$ cat src/beam_pkg.sv
package beam_pkg;

    // ------------------------------
    // Datapath widths
    // ------------------------------

    // One signed channel sample
    typedef logic signed [15:0] sample_t;

    // One signed beam weight
    typedef logic signed [15:0] weight_t;

    // Beam sum
    // 32 bits of product plus 2 bits of growth for four channels
    typedef logic signed [33:0] acc_t;

    // FIFO word address or word count
    // Also sets the FIFO depth, 32 words
    typedef logic [4:0] addr_t;

    // ------------------------------
    // Read sequencer
    // ------------------------------

    // FILL   waiting for a whole frame to be stored
    // DRAIN  reading the frame out in lockstep
    // DONE   one cycle to clear the drain count
    typedef enum logic [1:0] {
        FILL  = 2'd0,
        DRAIN = 2'd1,
        DONE  = 2'd2
    } rd_state_t;

endpackage
$ cat src/mem_streams.sv
`timescale 1ns/100ps

module mem_streams import beam_pkg::*; #(
    parameter int CHANNELS  = 4,
    parameter int FRAME_LEN = 16
) (
    input  logic                   i_clk,
    input  logic                   i_reset,

    // Write side, one row per strobe
    input  logic                   i_wr_wen,
    input  sample_t [CHANNELS-1:0] i_wr_data,

    // Read side, all channels in lockstep
    input  logic                   i_rd_ren,
    output sample_t [CHANNELS-1:0] o_rd_data,
    output addr_t                  o_rd_addr,
    output logic                   o_tvalid,
    output logic                   o_head_valid,

    // Sticky, set by a write into a full FIFO
    output logic                   o_overflow
);

    // ------------------------------
    // Write fan-out register
    // ------------------------------
    logic                   wr_wen_r;
    sample_t [CHANNELS-1:0] wr_data_r;

    // FIFO bank outputs
    sample_t                fifo_dout [CHANNELS];
    logic    [CHANNELS-1:0] fifo_valid;
    logic    [CHANNELS-1:0] fifo_full;

    // Read bookkeeping
    logic                   pop;
    addr_t                  rd_cnt;

    always_ff @(posedge i_clk) begin
        if (i_reset) begin
            wr_wen_r <= 1'b0;
        end else begin
            wr_wen_r <= i_wr_wen;
        end
    end

    // Payload only, qualified by wr_wen_r
    always_ff @(posedge i_clk) begin
        wr_data_r <= i_wr_data;
    end

    // ------------------------------
    // One FIFO per channel
    // ------------------------------
    for (genvar gi = 0; gi < CHANNELS; gi++) begin : g_fifo
        sync_fifo u_fifo (
            .i_clk   (i_clk),
            .i_reset (i_reset),
            .i_wr_en (wr_wen_r),
            .i_din   (wr_data_r[gi]),
            .i_rd_en (pop),
            .o_dout  (fifo_dout[gi]),
            .o_valid (fifo_valid[gi]),
            .o_empty (),
            .o_full  (fifo_full[gi])
        );
    end

    // All channels are written together, so their heads line up
    assign o_head_valid = &fifo_valid;

    // Pop only a valid head
    assign pop = i_rd_ren && o_head_valid;

    // ------------------------------
    // Registered read
    // ------------------------------
    always_ff @(posedge i_clk) begin
        if (i_reset) begin
            o_tvalid <= 1'b0;
            rd_cnt   <= '0;
        end else begin
            o_tvalid <= pop;
            if (pop) begin
                // Row index wraps at the end of each frame
                if (rd_cnt == addr_t'(FRAME_LEN - 1)) begin
                    rd_cnt <= '0;
                end else begin
                    rd_cnt <= rd_cnt + 1'b1;
                end
            end
        end
    end

    // Row data and index, valid with o_tvalid
    always_ff @(posedge i_clk) begin
        if (pop) begin
            for (int ch = 0; ch < CHANNELS; ch++) begin
                o_rd_data[ch] <= fifo_dout[ch];
            end
            o_rd_addr <= rd_cnt;
        end
    end

    // Overflow from channel 0, the others see the same writes
    always_ff @(posedge i_clk) begin
        if (i_reset) begin
            o_overflow <= 1'b0;
        end else if (wr_wen_r && fifo_full[0]) begin
            o_overflow <= 1'b1;
        end
    end

endmodule

$ cat src/sync_fifo.sv
`timescale 1ns/100ps

module sync_fifo import beam_pkg::*; (
    input  logic    i_clk,
    input  logic    i_reset,

    // Write side
    input  logic    i_wr_en,
    input  sample_t i_din,

    // Read side, head word always on o_dout
    input  logic    i_rd_en,
    output sample_t o_dout,
    output logic    o_valid,
    output logic    o_empty,
    output logic    o_full
);

    // Depth follows from the pointer width
    localparam int DEPTH = 2 ** $bits(addr_t);
    localparam int CNT_W = $bits(addr_t) + 1;

    // ------------------------------
    // Storage and pointers
    // ------------------------------
    sample_t          mem [DEPTH];
    addr_t            wr_ptr;
    addr_t            rd_ptr;
    logic [CNT_W-1:0] count;

    logic wr_ok;
    logic rd_ok;

    // Writes into a full FIFO are dropped
    assign wr_ok = i_wr_en && !o_full;
    // Reads from an empty FIFO do nothing
    assign rd_ok = i_rd_en && !o_empty;

    // Flags straight from the occupancy count
    assign o_empty = (count == '0);
    assign o_full  = (count == CNT_W'(DEPTH));
    assign o_valid = !o_empty;

    // First word fall through
    assign o_dout = mem[rd_ptr];

    // Word store
    always_ff @(posedge i_clk) begin
        if (wr_ok) begin
            mem[wr_ptr] <= i_din;
        end
    end

    // Pointers wrap on their own at DEPTH
    always_ff @(posedge i_clk) begin
        if (i_reset) begin
            wr_ptr <= '0;
            rd_ptr <= '0;
            count  <= '0;
        end else begin
            if (wr_ok) begin
                wr_ptr <= wr_ptr + 1'b1;
            end
            if (rd_ok) begin
                rd_ptr <= rd_ptr + 1'b1;
            end
            // Count unchanged on a simultaneous read and write
            if (wr_ok && !rd_ok) begin
                count <= count + 1'b1;
            end else if (rd_ok && !wr_ok) begin
                count <= count - 1'b1;
            end
        end
    end

endmodule

$ cat config.mk
export PLATFORM = sky130hd
export DESIGN_NAME = mem_streams
export DESIGN_NICKNAME = d
export VERILOG_FILES = /design/src/beam_pkg.sv /design/src/mem_streams.sv /design/src/sync_fifo.sv
export SDC_FILE = /design/constraint.sdc
export NUM_CORES = 2
export LEC_CHECK = 0
export BUFFER_PORTS_ARGS = -buffer_cell sky130_fd_sc_hd__buf_2
export CAP_MARGIN = 20
export CORE_ASPECT_RATIO = 1.25
export CORE_MARGIN = 10
export CORE_UTILIZATION = 45
export CTS_CLUSTER_SIZE = 12
export DETAILED_ROUTE_END_ITERATION = 7
export PLACE_DENSITY = 0.63
export SYNTH_ARGS = -nofsm -noshare
export SYNTH_HDL_FRONTEND = slang
export SYNTH_SLANG_ARGS = --single-unit
export TNS_END_PERCENT = 10
$ cat constraint.sdc
create_clock -name i_clk -period 8.2 [get_ports i_clk]
set_input_delay 0.82 -clock i_clk [delete_from_list [all_inputs] [get_ports i_clk]]
set_output_delay 0.82 -clock i_clk [all_outputs]
set_load 0.005 [all_outputs]
==> impl_metrics.toml <==
[synth]
synth_nets = 4274
synthTopCellsByCount = "2117 x edfxtp_1, 382 x mux4_2, 262 x mux2i_1"
synth-edff-count = 2117
synth_most_common_cell = "edfxtp_1"
synthesized_netlist_cell_count = 4160
synth_top_cell_area_share_pct = 74.18
synthDistinctLibCells = 62
yosysTopAreaCell = "edfxtp_1"
synth_top_cells_by_area = "edfxtp_1 74%, mux4_2 10%, dfxtp_1 3.2%"
seq_area_frac_synth_pct = 77.36
synth_async_sr_flop_share_pct = 0
synthesized_area_sq_um = 85700
ys_dominant_reg_cell = "edfxtp_1"
ys_ff_latch = 2253
syn-mean-instance-area_sq_um = 20.60
synth_warnings = 0

[floorplan]
i_o_pin_count = 140
core_box_area_sq_um = 189900
effective_utilization_at_floorplan_pct = 45.12
fp.dieArea_sq_um = 208400
die_w_um = 410.3
rows = 179
die_y_um = 507.9

[layout]
nFillCells = 15040
design.final.nets = 4641
utilization_pct = 51.49
drive_above_1_share_pct = 23.33
layout_overhead_on_the_synthesized_area_pct = 14.11

[worst_setup_path]
ff2ff_setup_slack_ns = 4.25
timing.critical_path.slowest_stage_cell = "nor4_1"
worst_setup_path_end_kind = "flip-flop"
timing_worst_setup_path_type = "reg2reg"
worst_setup_sp_type = "flip-flop"
crit_buf_inv = 4
crit_path_max_incr_delay_ns = 0.59
path_max_fanout = 43
cp_cell_sequence = "nor4_1, nand2_1, nand4_1, buf_4, nor2_4, buf_4, clkinv_1, ha_1, inv_1, ha_1, a21oi_1, a21boi_0, o21ai_0, o21bai_1, nand3_1"
crit_family = "buffers and inverters"
worst_r2r_startpoint = "g_fifo[0].u_fifo.count[0]"
data_arrival_time_of_the_critical_path_ns = 4.68
timing.critical_path.required_ns = 8.93
worst_r2r_path_depth = 15
rr_endpoint = "g_fifo[1].u_fifo.count[5]"

[clock_tree]
cts_htree_levels = 4
path_clk_slew_ns = 0.06
cts_root_cell = "clkbuf_16"
cts.sink_count = 2253
clock_insertion_delay_worst_skew_ns = 0.87
postCtsResizedCells = 0
post_cts_buffers = 0
tritoncts.num_buffers = 217
ctsHoldBuffers = 17
clockBufferDepth = 3
tritoncts = "yes"

[sta]
final_hold_viol_count = 0
fmax_mhz = 253.3
worst_clock_skew_ns = 0.07746
slew_viol_final = 0
min_period_over_period_pct = 48.15
finalSetupViolCount = 0
timing.final.crit_period_ns = 3.948
slew_headroom_pct = 30.98
rsz0062_at_grt = "false"
worst_slack_ns = 4.252
timing_worst_slew_pin_value_ns = 1.034
setup-tns-final_ns = 0

[pwr]
p_sw_share_pct = 24.07
leakagePower_nw = 29.93
share_seq_of_total_power_pct = 50.8
comb_power_share_pct = 13.0
p_per_area_nw_per_um2 = 266.2
irDropWorstVdd_v = 0.0002077
power_switching_w = 0.006266
cellInternalPower_w = 0.01977
clock_power_share_pct = 36.3

[drt]
topmost_layer_with_routed_signal_wires = "met4"
detail_route.iter0.violations = 3486
detailedRoute.firstPassIterationCount = 7
detailroute.via_count = 41310
ant_nets = 0
detail_route.wirelength_um = 188400
routedLengthMet1_um = 78430
drt_drc_violations_left = 0
wl_met3_um = 9108
via_per_inst = 5.694
wl_met2_um = 97670
routed_wl_per_cell_um = 25.96

[grt]
grt_pass1_vias = 42570
antenna_found_initial = 3
grt_pass1_wl_um = 282700
globalRoute.totalOverflow = 0
track_usage_pct = 17.89
grt_start_max_net_pins = 118

[placement]
routabilityCongestion = 0.7545
detailed_place_hpwl_um = 110300
pre_cts_slack_ns = 3.795
port_buffers = 139

[worst_hold_path]
hold_end = "wr_data_r[4]"
cells_on_worst_hold_path = 1
hold_path_startpoint = "i_wr_data[4]"
min_path_type = "in2reg"

[status]
run_status = "completed"

[flow_run]
max_cap_viol_count = 0
[cell families (layout without fill, tap and decap cells)]
family / after synthesis / count (layout) / share of synthesized area (%)
buffers and inverters: 266 / 826 / 1.648
xor gates and xnor gates: 28 / 28 / 0.2862
adders and majority gates: 46 / 46 / 0.7067
muxes: 646 / 646 / 13.16
DFF: 2253 / 2253 / 77.36
and+or+nand+nor: 365 / 365 / 2.025
other: 0 / 1 / 0
AOI/OAI and AO/OA: 556 / 556 / 4.815
[through the flow]
step / hold slack [ns] / total power (W) / instance area [sq um] / instances
CTS: 0.0001407 / 0.02628 / 96780 / 7216
global placement: 0.4659 / 0.01679 / 89770 / 6782
finish: 0.07382 / 0.02604 / 97790 / 7255
global route: 0.01566 / 0.02706 / 97790 / 7255
floorplan: 0.4082 / 0.01605 / 85700 / 4160
detailed placement: 0.4799 / 0.01685 / 89860 / 6787
[metal layers]
metal	global-route usage [%]	up-vias
met5	0	-
met4	4.018	0
met3	2.677	239
met2	30.95	1110
met1	23.95	21940
li1	-	18020
[state kept, by name, summed over array words and instances (netlist names)]
signal / count
g_fifo.u_fifo.mem: 2048
o_rd_data: 64
o_rd_addr: 5
rd_cnt: 5
g_fifo.u_fifo.rd_ptr: 20
o_overflow: 1
o_tvalid: 1
wr_wen_r: 1
g_fifo.u_fifo.wr_ptr: 20
g_fifo.u_fifo.count: 24
wr_data_r: 64
[how the worst max path moves through the flow]
stage,to,start,cells past startpoint
CTS,g_fifo[1].u_fifo.count[5],g_fifo[0].u_fifo.count[0],15
global route,g_fifo[1].u_fifo.count[5],g_fifo[0].u_fifo.count[0],15
global placement,g_fifo[1].u_fifo.count[5],i_rd_ren,13
detailed placement,g_fifo[1].u_fifo.count[5],i_rd_ren,13
finish,g_fifo[1].u_fifo.count[5],g_fifo[0].u_fifo.count[0],15
floorplan,g_fifo[1].u_fifo.count[5],i_rd_ren,11
[power by group through the flow]
stage / Combinational [W] / Sequential [W] / Clock (W)
2_1_floorplan: 0.00277 / 0.0133 / 0
3_3_place_gp: 0.00324 / 0.0135 / 0
3_5_place_dp: 0.00330 / 0.0135 / 0
4_1_cts: 0.00332 / 0.0133 / 0.00965
5_1_grt: 0.00368 / 0.0133 / 0.0101
6_report: 0.00338 / 0.0132 / 0.00944
[placed cells by master (no fill, tap or decap), types with 11 or more instances in the layout]
| cell | count |
|---|---|
| clkinv_2 | 12 |
| edfxtp_1 | 2117 |
| mux2i_1 | 262 |
| clkbuf_16 | 219 |
| o221ai_1 | 64 |
| inv_1 | 32 |
| a22oi_1 | 64 |
| a21oi_1 | 173 |
| dlygate4sd3_1 | 17 |
| buf_4 | 179 |
| a2111oi_2 | 44 |
| a22o_1 | 60 |
| or3_1 | 25 |
| buf_2 | 138 |
| clkbuf_1 | 142 |
| o21ai_0 | 24 |
| clkbuf_8 | 15 |
| nand2_1 | 53 |
| ha_1 | 42 |
| nand4_1 | 16 |
| mux4_2 | 382 |
| nand3b_1 | 21 |
| a2111oi_0 | 12 |
| nor4_1 | 11 |
| o22ai_1 | 61 |
| xor2_1 | 18 |
| nor2_1 | 171 |
| nand3_1 | 17 |
| dfxtp_1 | 122 |
| buf_16 | 36 |
[area by class of cell]
class	count	area [sq um]	share of cell area, %
flip-flops and latches	2253	66330	67.83
multi-input cells	1641	18060	18.47
clock inverters	36	529.3	0.5412
well taps	2534	3171	3.242
repair buffers	379	3341	3.416
diodes	1	2.502	0.002559
inverters	35	131.4	0.1343
clock buffers	376	6220	6.360
Note: power is estimated with default switching activity, not from simulation.
