<file path="src/beam_pkg.sv">
package beam_pkg;

    // ------------------------------
    // Datapath widths
    // ------------------------------

    // One signed channel sample
    typedef logic signed [15:0] sample_t;

    // One signed beam weight
    typedef logic signed [15:0] weight_t;

    // Beam sum
    // 32 bits of product plus 2 bits of growth for four channels
    typedef logic signed [33:0] acc_t;

    // FIFO word address or word count
    // Also sets the FIFO depth, 32 words
    typedef logic [4:0] addr_t;

    // ------------------------------
    // Read sequencer
    // ------------------------------

    // FILL   waiting for a whole frame to be stored
    // DRAIN  reading the frame out in lockstep
    // DONE   one cycle to clear the drain count
    typedef enum logic [1:0] {
        FILL  = 2'd0,
        DRAIN = 2'd1,
        DONE  = 2'd2
    } rd_state_t;

endpackage
</file>
<file path="src/frame_reader.sv">
`timescale 1ns/100ps

module frame_reader import beam_pkg::*; #(
    parameter int FRAME_LEN = 16
) (
    input  logic i_clk,
    input  logic i_reset,

    // Write strobe, counted as rows arrive
    input  logic i_wr_wen,

    // Head of the FIFO bank holds a row
    input  logic i_head_valid,
    output logic o_rd_ren
);

    // One bit wider than addr_t to hold a full FIFO's worth
    localparam int CNT_W = $bits(addr_t) + 1;

    rd_state_t        state;
    logic [CNT_W-1:0] fill_cnt;
    addr_t            drain_cnt;

    logic frame_ready;
    logic last_read;

    // ------------------------------
    // Strobes and conditions
    // ------------------------------

    // Whole frame buffered
    assign frame_ready = (fill_cnt >= CNT_W'(FRAME_LEN));

    // Read only while draining and only a valid head
    assign o_rd_ren = (state == DRAIN) && i_head_valid;

    // Final row of the frame
    assign last_read = o_rd_ren && (drain_cnt == addr_t'(FRAME_LEN - 1));

    // ------------------------------
    // Sequencer
    // ------------------------------
    always_ff @(posedge i_clk) begin
        if (i_reset) begin
            state     <= FILL;
            fill_cnt  <= '0;
            drain_cnt <= '0;
        end else begin
            // Fill count keeps running in every state
            // Rows of the next frame can arrive during DRAIN and DONE
            if (state == FILL && frame_ready) begin
                // Hand one frame to the drain side
                fill_cnt <= fill_cnt - CNT_W'(FRAME_LEN) + CNT_W'(i_wr_wen);
            end else if (i_wr_wen) begin
                fill_cnt <= fill_cnt + 1'b1;
            end

            case (state)
                FILL: begin
                    if (frame_ready) begin
                        state <= DRAIN;
                    end
                end
                DRAIN: begin
                    if (o_rd_ren) begin
                        drain_cnt <= drain_cnt + 1'b1;
                    end
                    if (last_read) begin
                        state <= DONE;
                    end
                end
                DONE: begin
                    // Ready for the next frame
                    drain_cnt <= '0;
                    state     <= FILL;
                end
                default: begin
                    state <= FILL;
                end
            endcase
        end
    end

endmodule

</file>
<file path="config.mk">
export PLATFORM = sky130hd
export DESIGN_NAME = frame_reader
export DESIGN_NICKNAME = d
export VERILOG_FILES = /design/src/beam_pkg.sv /design/src/frame_reader.sv
export SDC_FILE = /design/constraint.sdc
export NUM_CORES = 1
export LEC_CHECK = 0
export BUFFER_PORTS_ARGS = -buffer_cell sky130_fd_sc_hd__buf_2
export CORE_UTILIZATION = 41
export DETAILED_ROUTE_END_ITERATION = 8
export SETUP_SLACK_MARGIN = 0.15
export SYNTH_ARGS = -nofsm -noshare
export SYNTH_HDL_FRONTEND = slang
export SYNTH_SLANG_ARGS = --single-unit
</file>
<file path="constraint.sdc">
create_clock -name i_clk -period 2.15 [get_ports i_clk]
set_clock_uncertainty 0.1 [all_clocks]
set_input_delay 0.1075 -clock i_clk [delete_from_list [all_inputs] [get_ports i_clk]]
set_output_delay 0.1075 -clock i_clk [all_outputs]
set_load 0.005 [all_outputs]
</file>
==> results of run 1 <==
metrics by stage:
step	hold slack, ns	util (%)	cells	power, W	cell area, sq um
4_1_cts	0.0571	48.0	122	0.000519	838
3_5_place_dp	0.358	46.5	118	0.000369	812
3_3_place_gp	0.364	46.5	118	0.000366	812
5_1_grt	0.0858	48.0	122	0.000545	838
2_1_floorplan	0.206	-	92	0.000347	773
6_report	0.0720	48.0	122	0.000507	838
critical path: stages (launching register included):
cell	delay [ns]
dfxtp_1	0.43
ha_1	0.24
ha_1	0.18
nand3_1	0.08
mux2i_1	0.16
mux2_1	0.33
cell usage after synthesis (2+ instances only):
master,instances,area [sq um]
mux2_1,3,33.8
inv_1,4,15.0
dfxtp_1,13,260
mux2i_1,4,40.0
nand3_1,6,30.0
a211oi_1,2,15.0
clkbuf_1,2,7.51
nor2b_1,4,25.0
nor2_1,12,45.0
nand2b_1,2,12.5
a21oi_1,7,35.0
nand2_1,7,26.3
ha_1,5,62.6
area by class of cell:
| cell class | count | area [sq um] | share of cell area (%) |
|---|---|---|---|
| inverters | 4 | 15.0 | 1.79 |
| clock buffers | 4 | 26.3 | 3.13 |
| flip-flops and latches | 13 | 260 | 31.0 |
| well taps | 25 | 31.3 | 3.73 |
| multi-input cells | 72 | 485 | 57.9 |
| repair buffers | 4 | 20.0 | 2.39 |
metal layers:
layer	vias to the layer above	track usage (%)	part of all wire, %
met5	-	0	0
met4	0	7.27	0.71
met3	2	2.38	1.6
met2	4	30.0	50
met1	306	19.0	48
li1	343	-	-
layout by cell type, fill, tap and decap left out, types with 2 or more instances in the layout:
cell type,n
inv_1,4
mux2i_1,4
a211oi_1,2
nor2b_1,4
dfxtp_1,13
nand2b_1,2
buf_2,4
mux2_1,3
ha_1,5
nand3_1,6
nor2_1,12
nand2_1,7
a21oi_1,7
clkbuf_4,3
worst max-delay path by stage:
stage	from	to	slack (ns)
6_report	fill_cnt[0]	fill_cnt[4]	0.52
5_1_grt	state[0]	fill_cnt[4]	0.40
4_1_cts	fill_cnt[0]	fill_cnt[4]	0.50
3_5_place_dp	fill_cnt[0]	fill_cnt[4]	0.52
3_3_place_gp	fill_cnt[0]	fill_cnt[4]	0.55
2_1_floorplan	fill_cnt[0]	fill_cnt[4]	0.67
cells by family after synthesis:
family          Yosys count  synth area share (%)
buf+inv                   7                  3.56
simple gates             40                  26.1
xor+xnor                  1                  1.13
flops                    13                  33.7
fa+ha+maj                 5                  8.09
mux                       7                  9.55
compound gates           19                  18.0
sequential cells by signal, indices dropped and copies added (netlist names):
register,flops
state,2
fill_cnt,6
drain_cnt,5
power groups by stage:
stage | Combinational, W | Clock (W) | Sequential (W)
2_1_floorplan | 0.0000706 | 0 | 0.000277
3_3_place_gp | 0.0000795 | 0 | 0.000286
3_5_place_dp | 0.0000815 | 0 | 0.000287
4_1_cts | 0.0000819 | 0.000156 | 0.000282
5_1_grt | 0.0000942 | 0.000165 | 0.000285
6_report | 0.0000799 | 0.000145 | 0.000282
==> impl_metrics.yaml, run 1 <==
layout:
  num-fill-cells: 179
  area_growth_pct: 8.41
  drive_above_1_share_pct: 10.3
  diodes: 0
  num-nets-final: 107
pwr:
  switchingPower_w: 0.000140
  combinationalPowerShare_pct: 15.8
  p_clk_share_pct: 28.6
  p_sw_share_pct: 27.6
  vdd_drop_max_mv: 0.332
  p_int_w: 0.000367
  power_density_nw_per_um2: 604
  p_leak_nw: 0.335
  seqPwrFrac_pct: 55.6
clocking:
  cts_setup_buffers: 0
  clk_path_buf_depth: 2
  clockRootBuffer: "clkbuf_4"
  htreeDepth: 1
  cts_tree: "yes"
  clock-sinks: 13
  clk_latency_ns: 0.27
  cts.repair.resized: 0
  clk_pin_slew_ns: 0.07
  cts_hold_buf: 0
  cts_buffers: 3
logic_synthesis:
  syn_area_sq_um: 773
  syn_area_per_cell_sq_um: 8.40
  synth-edff-count: 0
  yosys_warnings: 0
  synth-async-reset-ratio_pct: 0
  syn-num-nets: 101
  syn_inst: 92
  synthDistinctLibCells: 34
  synth-seq-cells: 13
  ys_seq_area_share_pct: 33.7
  ys.flop_type: "dfxtp_1"
routing:
  viasPerCell: 5.37
  wl_um: 1400
  first_pass_iters: 4
  drc: 0
  drt_iter0_drc: 7
  ant_nets: 0
  wl_per_cell_um: 11.5
  vias: 655
global_route:
  antenna_found_initial: 0
  grt_overflow: 0
  grt.total_usage_pct: 16.6
  grt_first_pass_wirelength_um: 2520
  grt_pass1_vias: 615
  grt_max_degree: 17
floorplanning:
  die_x_um: 45.4
  die_area_sq_um: 2060
  core_sq_um: 1750
  rows: 15
  io_pins: 5
  die_h_um: 45.4
  start_util_pct: 44.3
hold_path:
  hold_path.startpoint: "i_head_valid"
  hold_depth: 3
  min_path_type: "in -> reg"
  min_to: "state[1]"
worst_setup_path:
  r2r_start: "fill_cnt[0]"
  cp.arrival_ns: 1.69
  rr_endpoint: "fill_cnt[4]"
  crit_fanout: 5
  r2r_cells: 5
  path_class: "reg -> reg"
  rrSetupSlack_ns: 0.52
  startpoint_type: "register"
  cp.required_ns: 2.21
  cp-end-kind: "register"
timing:
  report.final.slew_viol_count: 0
  max_freq_mhz: 613
  tightestPinTransition_ns: 0.382
  setup_violations: 0
  fin_crit_ns: 1.63
  hold_violations: 0
  maxSlewHeadroom_pct: 74.5
  layout_setup_ws_ns: 0.518
  finalSetupTns_ns: 0
  period_share_pct: 75.9
  rsz0062_at_grt: "no"
run_status:
  status: "finished, final reports clean"
placed_design:
  gp_congestion: 0.709
  dpl.hpwl_um: 1060
  numPortBuffers: 4
  dp_slack_ns: 0.519
flow_run:
  drv_cap: 0
No activity file was read; power rests on OpenSTA's default activity.
==> inputs of run 2 (changes only) <==
clock period = 1.51 ns   (was 2.15 ns; I/O delays follow)
==> run 2 against run 1 <==
  * Total power up 61%
  * Sequential power up 40%
  * First-iteration DRC count rose to 3.1 times the previous value
  * Combinational power up 150%
  * Global-route usage up 3.5 points
  * Setup slack worse by 0.47 ns
  * Die area unchanged
  * Critical path type unchanged
  * Largest cell class unchanged
  * Largest power group unchanged
==> impl_metrics.yaml, run 2 (synthesis results as in run 1) <==
timing:
  max_freq_mhz: 682
  report.final.slew_viol_count: 0
  fin_crit_ns: 1.47
  maxSlewHeadroom_pct: 79.0
  hold_violations: 0
  rsz0062_at_grt: "yes"
  finalSetupTns_ns: 0
  setup_violations: 0
  period_share_pct: 97.1
  tightestPinTransition_ns: 0.315
floorplanning:
  die_h_um: 45.4
  die_x_um: 45.4
  io_pins: 5
  rows: 15
  start_util_pct: 44.3
  core_sq_um: 1750
  die_area_sq_um: 2060
clocking:
  cts_buffers: 3
  clk_path_buf_depth: 2
  clockRootBuffer: "clkbuf_4"
  clk_latency_ns: 0.28
  cts_hold_buf: 0
  htreeDepth: 1
  clock-sinks: 13
  cts_tree: "yes"
  clk_pin_slew_ns: 0.09
worst_setup_path:
  cp.required_ns: 1.58
  r2r_start: "fill_cnt[0]"
  startpoint_type: "register"
  cp-end-kind: "register"
  worstSetupStartpoint: "fill_cnt[0]"
  path_class: "reg -> reg"
  crit_fanout: 4
  cp.arrival_ns: 1.54
layout:
  area_growth_pct: 33.3
  top_regs: "fill_cnt: 6 flops, drain_cnt: 5 flops, state: 2 flops"
  final_cell_mix: "nor2_1, buf_4, a21oi_1"
  fin_area_sq_um: 1030
  num-fill-cells: 174
  num-nets-final: 119
  drive_above_1_share_pct: 37.6
  final_cells: 134
  largest_reg_flops: 6
  top_register: "fill_cnt"
  diodes: 0
global_route:
  antenna_found_initial: 0
  grt_pass1_vias: 681
  grt.total_usage_pct: 20.1
  grt_overflow: 0
  grt_max_degree: 17
  grt_first_pass_wirelength_um: 2930
placed_design:
  place_inst: 123
  postPlaceCellArea_sq_um: 887
  numPortBuffers: 4
  gp_congestion: 0.787
  dpl.hpwl_um: 1100
routing:
  wl_um: 1760
  wl_per_cell_um: 13.1
  first_pass_iters: 4
  drc: 0
  viasPerCell: 5.44
  vias: 729
  drt_iter0_drc: 22
  ant_nets: 0
pwr:
  power_density_nw_per_um2: 789
  vdd_drop_max_mv: 0.555
  finalPower_w: 0.000814
  p_leak_nw: 0.400
hold_path:
  hold_path.startpoint: "i_head_valid"
  min_path_type: "in -> reg"
flow_run:
  drv_cap: 0
run_status:
  status: "finished, final reports clean"
==> run 2: cell types whose count changed in the layout (fill, tap and decap cells not counted), sizes merged <==
cell,previous run,this run
buf,4,16
==> run 2: per-stage QoR <==
stage / utilization [%] / setup slack (ns) / hold WS [ns]
floorplan: - / 0.0877 / 0.169
global placement: 50.8 / 0.0383 / 0.322
detailed placement: 50.8 / 0.0276 / 0.329
CTS: 56.8 / 0.0250 / 0.0236
global route: 59.1 / 0.00141 / 0.0430
finish: 59.1 / 0.0438 / 0.0290
==> run 2: timing repair <==
item	in CTS	in global routing
buffers inserted	5	2
endpoints found under the setup margin	6	7
endpoints found under the hold margin	0	0
resized for setup	7	9
pin swaps	5	6
==> run 2: path summary, 6_finish.rpt <==
path | end | slack, ns | cells past startpoint
worst max-delay path | fill_cnt[4] | 0.04 | 5
worst min-delay path | state[1] | 0.03 | 3
worst max register to register | fill_cnt[4] | 0.04 | 5
worst min register to register | drain_cnt[3] | 0.40 | 2
==> run 2: metal layers <==
metal  wire [um]  part of all wire [%]  GRT usage (%)
met1         802                    46           22.8
met2         921                    52           35.1
met3          25                   1.4           3.57
met4          12                  0.68           10.9
met5           0                     0              0
==> run 2: cell type report <==
cell class	instances	area, sq um	area share [%]
repair buffers	16	110	10.7
multi-input cells	72	567	55.0
inverters	4	15.0	1.46
well taps	25	31.3	3.03
flip-flops and latches	13	282	27.3
clock buffers	4	26.3	2.55
==> run 2: critical path, cell delays in order (launching register included) <==
cell	delay, ns
dfxtp_4	0.38
ha_4	0.15
and2_4	0.15
nor2b_4	0.11
mux2i_1	0.15
mux2_1	0.32
==> run 2: power breakdown <==
part	switching (W)	internal (W)	total [W]
Clock	0.000119	0.000102	0.000221
Combinational	0.0000906	0.000106	0.000196
Sequential	0.0000287	0.000368	0.000396
==> inputs of run 3 (changes only) <==
--- a/config.mk
+++ b/config.mk
@@ -8,2 +8,3 @@
 export BUFFER_PORTS_ARGS = -buffer_cell sky130_fd_sc_hd__buf_2
+export CORE_MARGIN = 3
 export CORE_UTILIZATION = 41
--- a/constraint.sdc
+++ b/constraint.sdc
@@ -4,2 +4,2 @@
 set_output_delay 0.0755 -clock i_clk [all_outputs]
-set_load 0.005 [all_outputs]
+set_load 0.1 [all_outputs]
==> run 3 against run 2 <==
  * Setup slack got worse by 0.014 ns
  * Via count is 3.3% lower
  * Sequential share of layout area decreased by 1.0 points
  * Core utilization up 1.5 points
  * Maximum frequency shrank 0.97%
  * Critical path depth unchanged
  * Final area rose by 2.5%
  * Cell count unchanged
  * Combinational power grew 18%
  * Largest cell class unchanged
  * Highest routed layer unchanged
==> impl_metrics.yaml, run 3 (synthesis results as in run 1) <==
run_status:
  status: "finished, final reports clean"
worst_setup_path:
  r2r_start: "fill_cnt[0]"
  worstSetupStartpoint: "fill_cnt[0]"
  cp_cell_sequence: "ha_4 > and2_4 > nor2b_1 > mux2i_1 > mux2_1"
  cpMaxStageDelayCell: "dfxtp_4"
  startpoint_type: "register"
  cp-end-kind: "register"
  path_class: "reg -> reg"
  cp.required_ns: 1.56
  max_stage_delay_ns: 0.37
  crit_fanout: 4
  cp.arrival_ns: 1.53
layout:
  area_growth_pct: 36.7
  fin_util_pct: 60.6
  num-fill-cells: 154
  diodes: 0
  drive_above_1_share_pct: 37.6
  fin_area_sq_um: 1060
  final_common_cell: "nor2_1"
  top_regs: "fill_cnt: 6 flops, drain_cnt: 5 flops, state: 2 flops"
  num-nets-final: 119
  top_register: "fill_cnt"
  largest_reg_flops: 6
  final_cell_mix: "nor2_1, buf_4, a21oi_1"
timing:
  tightestPinTransition_ns: 0.298
  rsz0062_at_grt: "yes"
  period_share_pct: 98.0
  max_freq_mhz: 675
  hold_violations: 0
  setup_violations: 0
  report.final.slew_viol_count: 0
  maxSlewHeadroom_pct: 80.1
  fin_crit_ns: 1.48
placed_design:
  postPlaceCellArea_sq_um: 906
  gp_congestion: 0.746
  numPortBuffers: 4
  dpl.hpwl_um: 1140
global_route:
  grt_pass1_vias: 656
  grt_first_pass_wirelength_um: 2770
  grt_max_degree: 17
  grt_overflow: 0
  grt.total_usage_pct: 14.5
  antenna_found_initial: 0
floorplanning:
  core_sq_um: 1750
  die_x_um: 49.4
  start_util_pct: 44.3
  die_area_sq_um: 2440
  rows: 15
  io_pins: 5
  die_h_um: 49.4
routing:
  vias: 705
  ant_nets: 0
  drt_iter0_drc: 7
  wl_um: 1600
  wl_per_cell_um: 11.9
  viasPerCell: 5.26
  first_pass_iters: 4
  drc: 0
clocking:
  clock-sinks: 13
  clk_path_buf_depth: 2
  clk_latency_ns: 0.26
  cts_tree: "yes"
  clk_pin_slew_ns: 0.07
  clockRootBuffer: "clkbuf_4"
  htreeDepth: 1
  cts_buffers: 3
flow_run:
  drv_cap: 0
pwr:
  power_density_nw_per_um2: 788
  vdd_drop_max_mv: 0.507
  p_leak_nw: 0.395
hold_path:
  min_path_type: "in -> reg"
  hold_path.startpoint: "i_head_valid"
run 3: cell count changes in the layout (fill, tap and decap cells not counted), sizes merged:
| cell | change |
|---|---|
| clkinvlp | +1 |
| inv | -1 |
run 3: stage by stage:
step                std cells  hold slack, ns  setup TNS, ns  setup WS, ns  power (W)
finish                    134          0.0594              0        0.0295   0.000833
global route              134          0.0766        -0.0171       -0.0143   0.000895
CTS                       133          0.0417              0        0.0335   0.000827
detailed placement        123           0.339              0        0.0291   0.000582
global placement          123           0.321              0        0.0663   0.000573
floorplan                  92           0.169              0        0.0877   0.000526
run 3: final timing paths:
kind / endpoint / slack, ns / cells after the start
max: fill_cnt[4] / 0.03 / 5
min: state[1] / 0.06 / 3
max reg2reg: fill_cnt[4] / 0.03 / 5
min reg2reg: drain_cnt[4] / 0.40 / 2
run 3: power by group:
part	total, W	internal, W	switching [W]
clock	0.000202	0.000102	0.000100
sequential	0.000398	0.000367	0.0000312
combinational	0.000232	0.000124	0.000108
run 3: timing repair:
action	4_1_cts	5_1_grt
setup endpoints to repair	5	7
hold buffers	0	0
setup buffers	6	1
pin swaps	2	1
gates resized for setup	5	11
run 3: routing by layer:
layer	track usage [%]	vias to the layer above	part of all wire [%]
met5	0	-	0
met4	5.53	0	1.8
met3	2.14	4	2.0
met2	27.0	7	52
met1	16.3	330	44
li1	-	364	-
run 3: worst max-delay path: cells and delay by family (launching register included):
kind | cells | cell delay [ns]
adder cells (fa/ha/maj) | 1 | 0.15
flip-flops | 1 | 0.37
multiplexers | 2 | 0.48
AND/OR/NAND/NOR | 2 | 0.27
run 3: layout make-up:
type	instances	area [sq um]	area share, %
clock buffer	4	26.3	2.49
timing repair buffer	16	129	12.2
sequential	13	278	26.3
tap	25	31.3	2.96
multi-input combinational	72	574	54.3
inverter	4	18.8	1.78
